[src/rtl/msx_storage_consts.svh]
// Width, cassette download index and SD activity hold constants
`ifndef MSX_STORAGE_CONSTS_SVH
`define MSX_STORAGE_CONSTS_SVH

// ==========================================================================
// Host download and image mount widths
// ==========================================================================
`define IMG_SIZE_W        64
`define IOCTL_INDEX_W     16

// ==========================================================================
// Cassette file download
// ==========================================================================
// Only the low index bits identify the file slot
`define CAS_INDEX_BITS    6
`define CAS_IOCTL_INDEX   5

// ==========================================================================
// SD activity detection
// ==========================================================================
// Quiet cycles before the disk LED goes dark
`define SD_ACT_HOLD       4096
// Counter must reach SD_ACT_HOLD itself
`define SD_ACT_CNT_W      13

`endif

[src/rtl/msx_storage_pkg.sv]
// Storage vector typedefs, disk LED control word and tape state enum
`include "msx_storage_consts.svh"

package msx_storage_pkg;

   // ========================================================================
   // Vectors with a meaning
   // ========================================================================

   // Byte size of a mounted virtual card image
   typedef logic [`IMG_SIZE_W-1:0] img_size_t;

   // File slot of a host download
   typedef logic [`IOCTL_INDEX_W-1:0] ioctl_index_t;

   // Quiet cycle counter of the activity monitor
   typedef logic [`SD_ACT_CNT_W-1:0] act_count_t;

   // Disk LED word
   // bit 1 set gives the core sole control, bit 0 is the LED state
   typedef logic [1:0] led_disk_t;

   // ========================================================================
   // Cassette control
   // ========================================================================

   typedef enum logic [1:0] {
      TAPE_EMPTY,
      TAPE_LOADING,
      TAPE_READY
   } tape_state_t;

endpackage

[src/rtl/spi_bus_if.sv]
// SPI link interface with master, slave and monitor modports
`timescale 1ns/1ps

interface spi_bus_if;

   // Master to slave
   logic sck;
   logic mosi;
   logic ss;
   // High while the master wants the bus
   logic enable;

   // Slave to master
   logic miso;

   modport master (
      output sck,
      output mosi,
      output ss,
      output enable,
      input  miso
   );

   modport slave (
      input  sck,
      input  mosi,
      input  ss,
      input  enable,
      output miso
   );

   // Passive tap on the data lines only
   modport monitor (
      input mosi,
      input miso
   );

endinterface

[src/rtl/sd_source_select.sv]
// SPI master selection and virtual card mount register
`timescale 1ns/1ps

module sd_source_select (
   input  logic                       clock_bus,
   input  logic                       rst,
   spi_bus_if.slave                   ese,
   spi_bus_if.slave                   megasd,
   spi_bus_if.master                  merged,
   input  logic                       img_mounted,
   input  msx_storage_pkg::img_size_t img_size,
   output logic                       vsd_sel
);

   // =======================================================================
   // Master merge
   // =======================================================================

   // Expansion slot master wins whenever it raises enable
   assign merged.sck  = ese.enable ? ese.sck  : megasd.sck;
   assign merged.mosi = ese.enable ? ese.mosi : megasd.mosi;

   // MegaSD has no select line of its own, card stays selected (low)
   assign merged.ss   = ese.enable ? ese.ss : 1'b0;

   // Owner flag of the merged bus
   assign merged.enable = ese.enable;

   // Both masters see the card reply
   assign ese.miso    = merged.miso;
   assign megasd.miso = merged.miso;

   // =======================================================================
   // Virtual card mount
   // =======================================================================

   // Non-zero image picks the virtual card, empty mount returns to socket
   always_ff @(posedge clock_bus) begin
      if (rst) begin
         vsd_sel <= 1'b0;
      end else if (img_mounted) begin
         vsd_sel <= |img_size;
      end
   end

endmodule

[src/rtl/sd_activity_monitor.sv]
// SD data line toggle detector with activity hold counter
`timescale 1ns/1ps
`include "msx_storage_consts.svh"

module sd_activity_monitor (
   input  logic       clock_bus,
   input  logic       rst,
   spi_bus_if.monitor bus,
   output logic       sd_act
);

   localparam msx_storage_pkg::act_count_t HOLD_COUNT =
      msx_storage_pkg::act_count_t'(`SD_ACT_HOLD);

   logic                        old_mosi;
   logic                        old_miso;
   logic                        toggle;
   msx_storage_pkg::act_count_t quiet_count;

   // Previous line levels
   always_ff @(posedge clock_bus) begin
      old_mosi <= bus.mosi;
      old_miso <= bus.miso;
   end

   assign toggle = (old_mosi ^ bus.mosi) | (old_miso ^ bus.miso);

   // Counter saturates at the hold value, any edge restarts it
   always_ff @(posedge clock_bus) begin
      if (rst) begin
         quiet_count <= HOLD_COUNT;
         sd_act      <= 1'b0;
      end else begin
         sd_act <= quiet_count < HOLD_COUNT;
         if (toggle) begin
            quiet_count <= '0;
         end else if (quiet_count < HOLD_COUNT) begin
            quiet_count <= quiet_count + 1'b1;
         end
      end
   end

endmodule

[src/rtl/tape_control.sv]
// Cassette download tracking FSM with play, rewind and enable outputs
`timescale 1ns/1ps
`include "msx_storage_consts.svh"

module tape_control (
   input  logic                          clock_bus,
   input  logic                          rst,
   input  logic                          ioctl_download,
   input  msx_storage_pkg::ioctl_index_t ioctl_index,
   input  logic                          tape_rewind_req,
   input  logic                          cas_motor,
   output logic                          tape_play,
   output logic                          tape_rewind,
   output logic                          tape_enable
);

   msx_storage_pkg::tape_state_t state;
   msx_storage_pkg::tape_state_t state_next;
   logic                         cas_download;

   // Cassette file is identified by the low index bits only
   assign cas_download = ioctl_download &&
      (ioctl_index[`CAS_INDEX_BITS-1:0] == `CAS_INDEX_BITS'(`CAS_IOCTL_INDEX));

   always_comb begin
      state_next = state;
      case (state)
         msx_storage_pkg::TAPE_EMPTY: begin
            if (cas_download) state_next = msx_storage_pkg::TAPE_LOADING;
         end
         msx_storage_pkg::TAPE_LOADING: begin
            if (!cas_download) state_next = msx_storage_pkg::TAPE_READY;
         end
         msx_storage_pkg::TAPE_READY: begin
            // New file replaces the loaded one
            if (cas_download) state_next = msx_storage_pkg::TAPE_LOADING;
         end
         default: begin
            state_next = msx_storage_pkg::TAPE_EMPTY;
         end
      endcase
   end

   // Outputs decode the next state so they land with the state change
   always_ff @(posedge clock_bus) begin
      if (rst) begin
         state       <= msx_storage_pkg::TAPE_EMPTY;
         tape_play   <= 1'b0;
         tape_rewind <= 1'b0;
         tape_enable <= 1'b0;
      end else begin
         state       <= state_next;
         tape_rewind <= tape_rewind_req | (state_next == msx_storage_pkg::TAPE_LOADING);
         tape_enable <= state_next == msx_storage_pkg::TAPE_READY;
         // Motor relay on stops the player
         tape_play   <= (state_next == msx_storage_pkg::TAPE_READY) & ~cas_motor;
      end
   end

endmodule

[src/rtl/sd_port_mux.sv]
// Physical and virtual SD card pin steering, MISO return and LED drive
`timescale 1ns/1ps

module sd_port_mux (
   spi_bus_if.slave                   bus,
   input  logic                       vsd_sel,
   input  logic                       sd_act,
   output logic                       sd_sck,
   output logic                       sd_mosi,
   output logic                       sd_cs,
   input  logic                       sd_miso,
   output logic                       vsd_sck,
   output logic                       vsd_mosi,
   output logic                       vsd_ss,
   input  logic                       vsd_miso,
   output logic                       led_user,
   output msx_storage_pkg::led_disk_t led_disk
);

   // =======================================================================
   // Physical socket
   // =======================================================================

   // Socket is deselected and quiet while the image is in use
   assign sd_cs   = vsd_sel | bus.ss;
   assign sd_sck  = bus.sck  & ~vsd_sel;
   assign sd_mosi = bus.mosi & ~vsd_sel;

   // =======================================================================
   // Virtual card
   // =======================================================================

   assign vsd_sck  = bus.sck;
   assign vsd_mosi = bus.mosi;
   // Held deselected unless the image is mounted
   assign vsd_ss   = ~vsd_sel | bus.ss;

   // Reply from whichever card is active
   assign bus.miso = vsd_sel ? vsd_miso : sd_miso;

   // =======================================================================
   // LEDs
   // =======================================================================

   // User LED shows image traffic, disk LED shows socket traffic
   assign led_user = vsd_sel & sd_act;
   assign led_disk = {1'b1, ~vsd_sel & sd_act};

endmodule

[src/rtl/msx_storage_top.sv]
// Storage and cassette control top level with SPI bus wiring
`timescale 1ns/1ps

module msx_storage_top (
   input  logic                          clock_bus,
   input  logic                          rst,

   // Expansion slot SPI master
   input  logic                          ese_sck,
   input  logic                          ese_mosi,
   input  logic                          ese_ss,
   input  logic                          ese_enable,
   output logic                          ese_miso,

   // Built-in MegaSD SPI master
   input  logic                          megasd_sck,
   input  logic                          megasd_mosi,
   output logic                          megasd_miso,

   // Image mount from the host
   input  logic                          img_mounted,
   input  msx_storage_pkg::img_size_t    img_size,

   // Physical card socket
   output logic                          sd_sck,
   output logic                          sd_mosi,
   output logic                          sd_cs,
   input  logic                          sd_miso,

   // Virtual card
   output logic                          vsd_sck,
   output logic                          vsd_mosi,
   output logic                          vsd_ss,
   input  logic                          vsd_miso,

   output logic                          led_user,
   output msx_storage_pkg::led_disk_t    led_disk,

   // Cassette
   input  logic                          ioctl_download,
   input  msx_storage_pkg::ioctl_index_t ioctl_index,
   input  logic                          tape_rewind_req,
   input  logic                          cas_motor,
   output logic                          tape_play,
   output logic                          tape_rewind,
   output logic                          tape_enable
);

   logic vsd_sel;
   logic sd_act;

   spi_bus_if ese_bus();
   spi_bus_if megasd_bus();
   spi_bus_if merged_bus();

   // ======================================================================
   // Master buses from the pins
   // ======================================================================

   assign ese_bus.sck    = ese_sck;
   assign ese_bus.mosi   = ese_mosi;
   assign ese_bus.ss     = ese_ss;
   assign ese_bus.enable = ese_enable;
   assign ese_miso       = ese_bus.miso;

   // MegaSD only has clock and data
   assign megasd_bus.sck  = megasd_sck;
   assign megasd_bus.mosi = megasd_mosi;
   assign megasd_miso     = megasd_bus.miso;

   // ======================================================================
   // SD path
   // ======================================================================

   sd_source_select u_source_select (
      .clock_bus   (clock_bus),
      .rst         (rst),
      .ese         (ese_bus),
      .megasd      (megasd_bus),
      .merged      (merged_bus),
      .img_mounted (img_mounted),
      .img_size    (img_size),
      .vsd_sel     (vsd_sel)
   );

   sd_activity_monitor u_activity (
      .clock_bus (clock_bus),
      .rst       (rst),
      .bus       (merged_bus),
      .sd_act    (sd_act)
   );

   sd_port_mux u_port_mux (
      .bus      (merged_bus),
      .vsd_sel  (vsd_sel),
      .sd_act   (sd_act),
      .sd_sck   (sd_sck),
      .sd_mosi  (sd_mosi),
      .sd_cs    (sd_cs),
      .sd_miso  (sd_miso),
      .vsd_sck  (vsd_sck),
      .vsd_mosi (vsd_mosi),
      .vsd_ss   (vsd_ss),
      .vsd_miso (vsd_miso),
      .led_user (led_user),
      .led_disk (led_disk)
   );

   // ======================================================================
   // Cassette
   // ======================================================================

   tape_control u_tape (
      .clock_bus       (clock_bus),
      .rst             (rst),
      .ioctl_download  (ioctl_download),
      .ioctl_index     (ioctl_index),
      .tape_rewind_req (tape_rewind_req),
      .cas_motor       (cas_motor),
      .tape_play       (tape_play),
      .tape_rewind     (tape_rewind),
      .tape_enable     (tape_enable)
   );

endmodule

[config.mk]
export PLATFORM = sky130hd
export DESIGN_NAME = msx_storage_top
export DESIGN_NICKNAME = d
export VERILOG_FILES = /design/src/rtl/msx_storage_pkg.sv /design/src/rtl/spi_bus_if.sv /design/src/rtl/sd_source_select.sv /design/src/rtl/sd_activity_monitor.sv /design/src/rtl/tape_control.sv /design/src/rtl/sd_port_mux.sv /design/src/rtl/msx_storage_top.sv
export VERILOG_INCLUDE_DIRS = /design/src /design/src/rtl
export SDC_FILE = /design/constraint.sdc
export NUM_CORES = 1
export LEC_CHECK = 0
export BUFFER_PORTS_ARGS = -buffer_cell sky130_fd_sc_hd__buf_2
export CAP_MARGIN = 20
export CORE_ASPECT_RATIO = 0.75
export CORE_UTILIZATION = 30
export DETAILED_ROUTE_END_ITERATION = 6
export PLACE_DENSITY = 0.69
export RECOVER_POWER = 100
export SETUP_SLACK_MARGIN = 0.3
export SLEW_MARGIN = 20
export SYNTH_ARGS = -nofsm -noshare
export SYNTH_HDL_FRONTEND = slang
export SYNTH_SLANG_ARGS = --single-unit
[constraint.sdc]
create_clock -name clock_bus -period 2.2 [get_ports clock_bus]
set_input_delay 0.11 -clock clock_bus [delete_from_list [all_inputs] [get_ports clock_bus]]
set_output_delay 0.11 -clock clock_bus [all_outputs]
set_load 0.005 [all_outputs]
==> After elaboration in Yosys (flattened, before gate mapping) <==
Index checks and enable logic that the tools add are counted.
{ "totals": {"register_bits": 22, "inputBits": 94, "out_inout_bits": 14, "elab_cells": 45} }
{ "classes": {"add_sub_neg": 1, "magnitude_cmp": 1, "eq_ne": 5, "n_mux": 9, "bitwise": 13, "reduce_logical": 6} }
{ "op_table": {"columns": ["cell", "n"], "rows": [
  ["OR reduction 64 bit", 1],
  ["two-way mux 13 bit", 2],
  ["adder 13 x 1 -> 13 bit (second input constant)", 1],
  ["< comparator 13 bit (second input constant)", 1],
  ["== test 6 x 3 -> 1 bit (second input constant)", 1],
  ["bitwise AND 1 bit", 5],
  ["== test 2 x 1 -> 1 bit (second input constant)", 2],
  ["== test 2 bit (second input constant)", 2],
  ["two-way mux 1 bit", 4],
  ["two-way mux 2 bit", 2],
  ["OR 1 bit", 4],
  ["case mux 2 bit (2 select lines)", 1],
  ["OR reduction 2 bit", 2],
  ["zero test 2 bit", 1],
  ["NOT 1 bit", 2],
  ["nonzero test 2 bit", 1],
  ["XOR 1 bit", 2],
  ["logical AND 1 bit", 1]
]} }

==> Logic depth before layout (Yosys ltp) <==
Gate-level depths: netlist of the first run.
{ "logic_depth": {"depth_word": 6, "ltp_mapped": 5, "ltp_nobuf": 5} }

==> Cells and area by module <==
Synthesis of the first run repeated with hierarchy kept, for this count alone.
{ "hier_totals": {"hier_cells": 130, "area_unflattened_um2": 1193.6} }
{ "modules_own_cells": {"columns": ["module", "n_inst", "cells_per_inst", "area_per_inst_um2", "seq_area_each_um2"], "rows": [
  ["sd_activity_monitor", 1, 70, 673.1, 320.3],
  ["sd_source_select", 1, 32, 241.5, 20.0],
  ["tape_control", 1, 16, 187.7, 100.1],
  ["sd_port_mux", 1, 11, 87.6, 0.0],
  ["msx_storage_top", 1, 1, 3.8, 0.0]
]} }

==> Worst setup path before layout of the first run <==
OpenSTA, ideal clock, no wires.
{ "synth_path": {"path_type": "reg2reg", "from": "reg u_source_select.vsd_sel", "to": "reg u_activity.quiet_count[1]", "setup_time_ps": 64, "t_arrival_ps": 1435, "t_required_ps": 2136, "setup_slack_ps": 701, "path_stages_with_launch": 6, "n_path_buf": 1, "synth_period_minus_slack_ps": 1499, "cell_sequence": "dfxtp_1 -> mux2_4 -> xor2_1 -> or3_4 -> buf_6 -> nor2_1"} }
{ "synth_between": {"elab_chain_cells": 4} }
{ "synth_rtl": {"columns": ["item", "line_no", "text"], "rows": [
  ["from (decl)", "sd_source_select.sv:12", "output logic vsd_sel"],
  ["from (signal assigned)", "sd_source_select.sv:42", "vsd_sel <= |img_size;"],
  ["two-way mux 1 bit", "sd_port_mux.sv:39", "assign bus.miso = vsd_sel ? vsd_miso : sd_miso;"],
  ["via ese_miso", "msx_storage_top.sv:13", "output logic ese_miso,"],
  ["XOR 1 bit", "sd_activity_monitor.sv:26", "assign toggle = (old_mosi ^ bus.mosi) | (old_miso ^ bus.miso);"],
  ["OR 1 bit", "sd_activity_monitor.sv:26", null],
  ["OR reduction 2 bit (no line)", null, null],
  ["to (signal assigned)", "sd_activity_monitor.sv:38", "quiet_count <= quiet_count + 1'b1;"],
  ["to (decl)", "sd_activity_monitor.sv:18", "msx_storage_pkg::act_count_t quiet_count;"]
]} }
The timed path passes the listed nets, and every way through them passes these cells.
A chain may end at the register's enable or synchronous reset.

==> Worst setup path in the final report of the first run <==
{ "layout_path": {"from": "reg u_source_select.vsd_sel", "to": "reg u_activity.quiet_count[12]"} }
{ "layout_between": {"elab_chain_cells": 4, "elab_cells_between_ends": 5, "classes_between": "mux: 2; bitwise: 2; reduce/logical: 1"} }
{ "layout_rtl": {"columns": ["item", "line_no"], "rows": [
  ["two-way mux 1 bit (*)", "sd_port_mux.sv:39"],
  ["XOR 1 bit (*)", "sd_activity_monitor.sv:26"],
  ["OR 1 bit (*)", "sd_activity_monitor.sv:26"],
  ["two-way mux 13 bit or nonzero test 2 bit (tied branches)", null]
]} }
Mark *: on every way between the ends. The rest lies on a longest branch, timed or not.

==> results of run 1 <==
==> synth_stat cells (2+ instances only) <==
master    count  area [um2]
inv_1         4        15.0
nor2b_1       2        12.5
nor4_1       17         106
dfxtp_1      22         440
nor3_1        5        25.0
xnor2_1      10        87.6
nand3_1       5        25.0
nand4_1       5        31.3
buf_4         2        15.0
and2b_1       2        15.0
nor2_1       20        75.1
xor2_1        4        35.0
a311oi_1      2        17.5
nand2_1       5        18.8
==> worst max-delay path: stages (launching register included) <==
cell	delay, ps
dfxtp_1	480
mux2_1	420
xor2_1	150
or3_1	510
o21bai_1	200
==> state kept, by name (all words and copies together) (netlist names) <==
signal                   cells
u_activity.old_miso          1
u_tape.tape_play             1
u_activity.sd_act            1
u_activity.quiet_count      13
u_source_select.vsd_sel      1
u_tape.tape_enable           1
u_activity.old_mosi          1
u_tape.tape_rewind           1
u_tape.state                 2
==> metal layers <==
metal | global-route usage (%) | up-vias | part of all wire, %
met3 | 4.24 | 0 | 4.5
li1 | - | 641 | -
met1 | 20.0 | 487 | 49
met5 | 0 | - | 0
met2 | 27.5 | 35 | 47
met4 | 3.59 | 0 | 0
==> cell type report <==
type | count | area [um2]
Timing Repair Buffer | 97 | 477
Fill cell | 371 | 1730
Inverter | 4 | 15.0
Clock inverter | 1 | 30.0
Tap cell | 40 | 50.0
Clock buffer | 3 | 41.3
Sequential cell | 22 | 440
Multi-Input combinational cell | 95 | 598
==> metrics by stage <==
| step | setup slack, ps | hold WS, ps | area [um2] | std cells |
|---|---|---|---|---|
| final | 375 | 59.6 | 1650 | 262 |
| after global routing | 272 | 63.3 | 1650 | 262 |
| after CTS | 575 | 49.4 | 1680 | 262 |
| after detailed placement | 595 | 268 | 1600 | 257 |
| after global placement | 623 | 267 | 1600 | 257 |
| after floorplan | 701 | 177 | 1100 | 125 |
==> logic make-up (layout without fill, tap and decap cells) <==
logic type / count (synthesis) / after routing / share of synthesized area (%)
and+or+nand+nor: 70 / 70 / 35.0
DFF: 22 / 22 / 40.2
xor gates and xnor gates: 14 / 14 / 11.2
buffers and inverters: 8 / 105 / 4.11
AOI/OAI and AO/OA: 5 / 5 / 3.43
muxes: 4 / 4 / 4.57
adders and majority gates: 1 / 1 / 1.14
other: 1 / 1 / 0.342
==> worst paths after layout <==
kind	startpoint	to	slack, ps
worst min register to register	u_activity.quiet_count[5]	u_activity.quiet_count[5]	520
worst min-delay path	ioctl_download	u_tape.tape_enable	60
worst max register to register	u_source_select.vsd_sel	u_activity.quiet_count[12]	370
worst max-delay path	u_source_select.vsd_sel	u_activity.quiet_count[12]	370
==> what timing repair did <==
item                      4_1_cts  5_1_grt
hold buffers                    1        0
gates resized for setup         0        0
hold endpoints to repair        1        0
==> report_power, final <==
part           switching (mW)  total [mW]  internal (mW)
registers             0.00933       0.417          0.407
logic                  0.0537       0.133         0.0797
clock network           0.134       0.377          0.243
==> impl_metrics.py, run 1 <==
metrics = {
    "power_and_ir_drop": {
        "worst_ir_drop_vdd_mv": 0.382,
        "power_uw": 927,
        "leakagePower_nw": 0.718,
        "power_density_nw_per_um2": 562,
    },
    "layout": {
        "area_growth_pct": 50.7,
        "layout_commonest_cell": "buf_2",
        "drive_above_1_share_pct": 40.1,
        "final_cell_mix": "85 x buf_2, 22 x dfxtp_1, 20 x nor2_1, 17 x nor4_1, 11 x clkbuf_1",
        "nets": 318,
        "fin_util_pct": 48.9,
        "diodes": 0,
    },
    "clocking": {
        "post_cts_buffers": 0,
        "clock_latency_ps": 260,
        "cts_tree": "yes",
        "clkSinkCount": 22,
        "clk_pin_slew_ps": 80,
        "root_buffer": "clkbuf_8",
        "clock_path_buffers": 2,
        "htree_levels": 1,
        "cts-buffers-inserted": 3,
    },
    "synthesis": {
        "syn_area_um2": 1100,
        "syn_nets": 220,
        "syn_area_per_cell_um2": 8.77,
        "syn_inst": 125,
        "synth_seq_cells": 22,
        "synth_edf_count": 0,
        "synth_cell_types": 34,
        "synth-async-reset-ratio_pct": 0,
        "ys.flop_type": "dfxtp_1",
        "ys_warn_count": 0,
        "ys_seq_area_share_pct": 40.2,
    },
    "sta": {
        "report.final.slew_viol_count": 0,
        "setup_violations": 0,
        "rsz0062_at_grt": "no",
        "clock.fmax_mhz": 548,
        "skew_ps": 1.69,
        "finalCriticalPeriod_ps": 1830,
        "setup_tns_ps": 0,
        "finalCritPeriodShare_pct": 83.0,
        "final_hold_viol_count": 0,
    },
    "global_route": {
        "grt_pass1_wl_um": 4780,
        "grt_max_degree": 14,
        "grt_antenna_before_repair": 0,
        "first_global_vias": 1053,
        "grt-ovfl-total": 0,
        "gr-usage-all-layers_pct": 15.8,
    },
    "floorplanning": {
        "num_rows": 18,
        "core_region_area_um2": 3380,
        "die_width_um": 71.8,
        "ios": 108,
        "fp.dieArea_um2": 3900,
        "initial_core_util_pct": 32.4,
        "die_h_um": 54.3,
    },
    "route": {
        "drt-pass1-iter-count": 4,
        "first_iter_violations": 36,
        "wl_per_cell_um": 11.2,
        "viasPerCell": 4.44,
        "drc": 0,
        "via_count": 1163,
        "drt-total-wl_um": 2940,
        "postRouteAntennaNets": 0,
    },
    "setup_path": {
        "worstPathArrival_ps": 2020,
        "crit_fanout": 13,
        "endpoint_kind": "flop",
        "reg2regPathDepth": 4,
        "path_class": "flop to flop",
        "critical_path_required_ps": 2400,
        "start_kind": "flop",
    },
    "place": {
        "routabilityCongestion": 0.754,
        "dp_hpwl_um": 2480,
        "port_buffers": 96,
    },
    "run": {
        "maxCapViolations": 0,
    },
    "status": {
        "status": "completed",
    },
    "worst_hold_path": {
        "min_path_cells": 2,
        "holdCritPathClass": "primary input to flop",
    },
}
No activity file was read; power rests on OpenSTA's default activity.
==> run 2: changes to the inputs <==
==> constraint.sdc (replaced) <==
create_clock -name clock_bus -period 1.78 [get_ports clock_bus]
set_input_delay 0.089 -clock clock_bus [delete_from_list [all_inputs] [get_ports clock_bus]]
set_output_delay 0.089 -clock clock_bus [all_outputs]
set_load 0.005 [all_outputs]
==> run 2 against run 1 <==
Effect of this change: combinational power increased by 38%; utilization increased by 0.81 points; flip-flop and latch count stayed put; non-clock buffer count grew 2; via count up 7.4%; first-iteration DRC count grew 39%; critical path depth unchanged; maximum frequency up 21%; wire length grew 8.4%; clock skew fell by 0.68 ps; final cell count up 1.1%; critical path type unchanged; largest cell class unchanged.
==> impl_metrics.py, run 2 (synthesized netlist as in run 1, its figures left out) <==
metrics = {
    "floorplanning": {
        "initial_core_util_pct": 32.4,
        "die_h_um": 54.3,
        "core_region_area_um2": 3380,
        "num_rows": 18,
        "fp.dieArea_um2": 3900,
        "die_width_um": 71.8,
        "ios": 108,
    },
    "setup_path": {
        "crit_start": "u_source_select.vsd_sel",
        "crit_fanout": 6,
        "path_class": "flop to flop",
        "endpoint_kind": "flop",
        "worstPathArrival_ps": 1710,
        "critical_path_required_ps": 1990,
        "rr_startpoint": "u_source_select.vsd_sel",
        "start_kind": "flop",
    },
    "sta": {
        "rsz0062_at_grt": "yes",
        "report.final.slew_viol_count": 0,
        "whs_ps": 45.3,
        "finalCritPeriodShare_pct": 84.7,
        "skew_ps": 1.01,
        "setup_tns_ps": 0,
        "finalCriticalPeriod_ps": 1510,
        "finalWorstSetupSlack_ps": 272,
        "clock.fmax_mhz": 663,
        "setup_violations": 0,
        "final_hold_viol_count": 0,
    },
    "place": {
        "pre_cts_slack_ps": 268,
        "dp_hpwl_um": 2640,
        "port_buffers": 96,
        "routabilityCongestion": 0.841,
    },
    "layout": {
        "layout_commonest_cell": "buf_2",
        "multi_input_area_um2": 614,
        "nets": 321,
        "largest_register_ffs": 13,
        "fillerInstances": 324,
        "seq_area_um2": 440,
        "area_growth_pct": 53.2,
        "reg.largest.list": "u_activity.quiet_count (13), u_tape.state (2)",
        "diodes": 0,
        "final_cell_mix": "88 x buf_2, 22 x dfxtp_1, 20 x nor2_1, 17 x nor4_1",
        "largest-register": "u_activity.quiet_count",
        "drive_above_1_share_pct": 41.8,
    },
    "route": {
        "drt-total-wl_um": 3190,
        "wl_per_cell_um": 12.0,
        "drc": 0,
        "viasPerCell": 4.71,
        "drt-pass1-iter-count": 4,
        "first_iter_violations": 50,
        "via_count": 1249,
        "postRouteAntennaNets": 0,
    },
    "global_route": {
        "grt_antenna_before_repair": 0,
        "first_global_vias": 1107,
        "grt-ovfl-total": 0,
        "grt_pass1_wl_um": 4930,
        "gr-usage-all-layers_pct": 16.8,
        "grt_max_degree": 14,
    },
    "power_and_ir_drop": {
        "leakagePower_nw": 0.732,
        "power_frac_seq_pct": 44.4,
        "p_sw_share_pct": 21.3,
        "power.share.clock_pct": 39.7,
        "worst_ir_drop_vdd_mv": 0.380,
        "power_mw": 1.16,
        "p_int_uw": 910,
        "p_sw_uw": 246,
        "power_density_nw_per_um2": 688,
        "p_comb_share_pct": 15.9,
    },
    "clocking": {
        "cts-buffers-inserted": 3,
        "clock_path_buffers": 2,
        "clock_latency_ps": 260,
        "htree_levels": 1,
        "root_buffer": "clkbuf_8",
        "cts_tree": "yes",
        "clk_pin_slew_ps": 80,
        "clkSinkCount": 22,
    },
    "worst_hold_path": {
        "min-delay-start": "ioctl_download",
        "holdCritPathClass": "primary input to flop",
    },
    "run": {
        "maxCapViolations": 0,
    },
    "status": {
        "status": "completed",
    },
}
[run 2: path summary, 6_finish.rpt]
path / cells past startpoint / endpoint / slack (ps)
setup / recovery: 4 / u_activity.quiet_count[0] / 270
hold / removal: 2 / u_tape.tape_enable / 50
setup reg to reg: 4 / u_activity.quiet_count[0] / 270
hold reg to reg: 2 / u_activity.quiet_count[9] / 530
[run 2: final cells by class]
cell class	count	area share (%)
clock inverter	1	1.79
tap	40	2.98
multi-input combinational	96	36.6
inverter	4	0.894
sequential	22	26.2
clock buffer	3	2.46
timing repair buffer	99	29.1
[run 2: worst max-delay path, cell delays in order, from the launching register on]
cell and delay (ps):
dfxtp_1 350, mux2_1 360, xor2_1 190, or3_4 440
nor2_1 110
[run 2: power groups by stage]
stage / logic (mW) / clock network (mW) / registers, mW
after floorplan: 0.0678 / 0 / 0.522
after global placement: 0.172 / 0 / 0.527
after detailed placement: 0.176 / 0 / 0.527
after CTS: 0.192 / 0.468 / 0.513
after global routing: 0.201 / 0.488 / 0.515
final: 0.184 / 0.459 / 0.513
[run 2: timing repair]
item	CTS	global route
pin swaps	2	2
cloned	1	0
resized for setup	3	0
setup endpoints to repair	13	9
endpoints found under the hold margin	1	0
setup buffers	1	1
hold buffers	1	0
[run 2: metrics by stage]
step | std cells | utilization (%) | area [um2]
detailed placement | 257 | 47.3 | 1600
global route | 265 | 49.7 | 1680
CTS | 264 | 50.6 | 1710
global placement | 257 | 47.3 | 1600
finish | 265 | 49.7 | 1680
floorplan | 125 | - | 1100
[run 2: per-layer routing]
layer  part of all wire, %  track usage (%)  vias up
met3                   6.1             4.05        4
met5                     0                0        -
met1                    45             21.0      553
li1                      -                -      648
met4                   1.1             2.61        0
met2                    48             30.5       44
==> run 3: changes to the inputs <==
==> constraint.sdc (replaced) <==
create_clock -name clock_bus -period 1.47 [get_ports clock_bus]
set_input_delay 0.0735 -clock clock_bus [delete_from_list [all_inputs] [get_ports clock_bus]]
set_output_delay 0.0735 -clock clock_bus [all_outputs]
set_load 0.005 [all_outputs]
==> run 3 against run 2 <==
Effect of this change: wire length down 2.8%; hold slack got worse by 7.1 ps; total power increased by 21%; global-route usage fell by 0.19 points; combinational power increased by 23%; critical path type unchanged; clock skew is essentially flat; die area is the same; clock power grew 20%.
==> impl_metrics.py, run 3 (synthesized netlist as in run 1, its figures left out) <==
metrics = {
    "global_route": {
        "grt_pass1_wl_um": 4830,
        "gr-usage-all-layers_pct": 16.6,
        "grt_max_degree": 14,
        "first_global_vias": 1126,
        "grt-ovfl-total": 0,
        "grt_antenna_before_repair": 0,
    },
    "setup_path": {
        "path_class": "flop to flop",
        "critical_path_required_ps": 1670,
        "start_kind": "flop",
        "crit_fanout": 7,
        "endpoint_kind": "flop",
        "worstPathArrival_ps": 1590,
    },
    "route": {
        "postRouteAntennaNets": 0,
        "via_count": 1253,
        "drt-total-wl_um": 3100,
        "drt-pass1-iter-count": 6,
        "wl_per_cell_um": 11.6,
        "first_iter_violations": 43,
        "viasPerCell": 4.69,
        "drc": 0,
    },
    "layout": {
        "area_growth_pct": 56.6,
        "diodes": 0,
        "reg.largest.list": "u_activity.quiet_count (13), u_tape.state (2)",
        "layout_commonest_cell": "buf_2",
        "final_cell_mix": "90 x buf_2, 21 x dfxtp_1, 20 x nor2_1, 16 x nor4_1, 10 x xnor2_1",
        "drive_above_1_share_pct": 45.8,
        "largest-register": "u_activity.quiet_count",
        "largest_register_ffs": 13,
        "nets": 323,
        "fin_util_pct": 50.8,
    },
    "clocking": {
        "root_buffer": "clkbuf_8",
        "cts-buffers-inserted": 3,
        "cts_tree": "yes",
        "clock_latency_ps": 260,
        "clock_path_buffers": 2,
        "clk_pin_slew_ps": 70,
        "clkSinkCount": 22,
        "htree_levels": 1,
    },
    "sta": {
        "skew_ps": 1.46,
        "finalCriticalPeriod_ps": 1400,
        "whs_ps": 38.2,
        "clock.fmax_mhz": 715,
        "final_hold_viol_count": 0,
        "rsz0062_at_grt": "yes",
        "report.final.slew_viol_count": 0,
        "setup_violations": 0,
        "setup_tns_ps": 0,
        "finalCritPeriodShare_pct": 95.1,
    },
    "floorplanning": {
        "die_h_um": 54.3,
        "num_rows": 18,
        "die_width_um": 71.8,
        "core_region_area_um2": 3380,
        "initial_core_util_pct": 32.4,
        "fp.dieArea_um2": 3900,
        "ios": 108,
    },
    "place": {
        "dp_hpwl_um": 2540,
        "port_buffers": 96,
        "routabilityCongestion": 0.793,
    },
    "run": {
        "maxCapViolations": 0,
    },
    "status": {
        "status": "completed",
    },
    "power_and_ir_drop": {
        "worst_ir_drop_vdd_mv": 0.424,
        "leakagePower_nw": 0.756,
        "power_density_nw_per_um2": 812,
    },
    "worst_hold_path": {
        "holdCritPathClass": "primary input to flop",
    },
}
==> run 3: per-stage QoR <==
step | worst slack [ps] | area [um2] | instances | power [mW]
after floorplan | 34.9 | 1100 | 125 | 0.713
after detailed placement | 53.1 | 1620 | 260 | 0.852
after global routing | 11.3 | 1720 | 267 | 1.47
after global placement | 86.0 | 1620 | 260 | 0.849
after CTS | 62.8 | 1730 | 267 | 1.42
final | 71.5 | 1720 | 267 | 1.39
==> run 3: worst paths after layout <==
kind              cells past startpoint                         end  slack, ps                       from
setup / recovery                      4  u_activity.quiet_count[12]         70    u_source_select.vsd_sel
hold reg to reg                       2   u_activity.quiet_count[5]        520  u_activity.quiet_count[5]
hold / removal                        2          u_tape.tape_enable         40             ioctl_download
setup reg to reg                      4  u_activity.quiet_count[12]         70    u_source_select.vsd_sel
==> run 3: worst max-delay path: stages (launching register included) <==
cell and delay [ps]:
dfxtp_4 350, mux2_4 300, xor2_1 160, or3_4 390, o21bai_1 140
==> run 3: area by class of cell <==
type                       count  area [um2]
timing repair buffer         101         507
sequential                    22         444
fill                         327        1660
clock inverter                 1        30.0
tap                           40        50.0
clock buffer                   3        41.3
inverter                       4        15.0
multi-input combinational     96         629
==> run 3: where the power goes <==
group	internal, mW	leakage [nW]	switching (mW)
logic	0.135	0.540	0.0914
clock network	0.364	0.0357	0.187
registers	0.610	0.180	0.00736
total	1.11	0.756	0.285
==> run 3: timing repair <==
action / in CTS / in global routing
buffers inserted: 1 / 0
endpoints found under the setup margin: 13 / 15
cloned: 1 / 0
hold buffers: 1 / 0
endpoints found under the hold margin: 1 / 0
resized for setup: 2 / 4
pin swaps: 5 / 1
==> run 3: layer usage <==
layer	track usage (%)	routed length (um)
met5	0	0
met4	8.17	57
met3	4.42	178
met2	30.5	1520
met1	18.3	1340
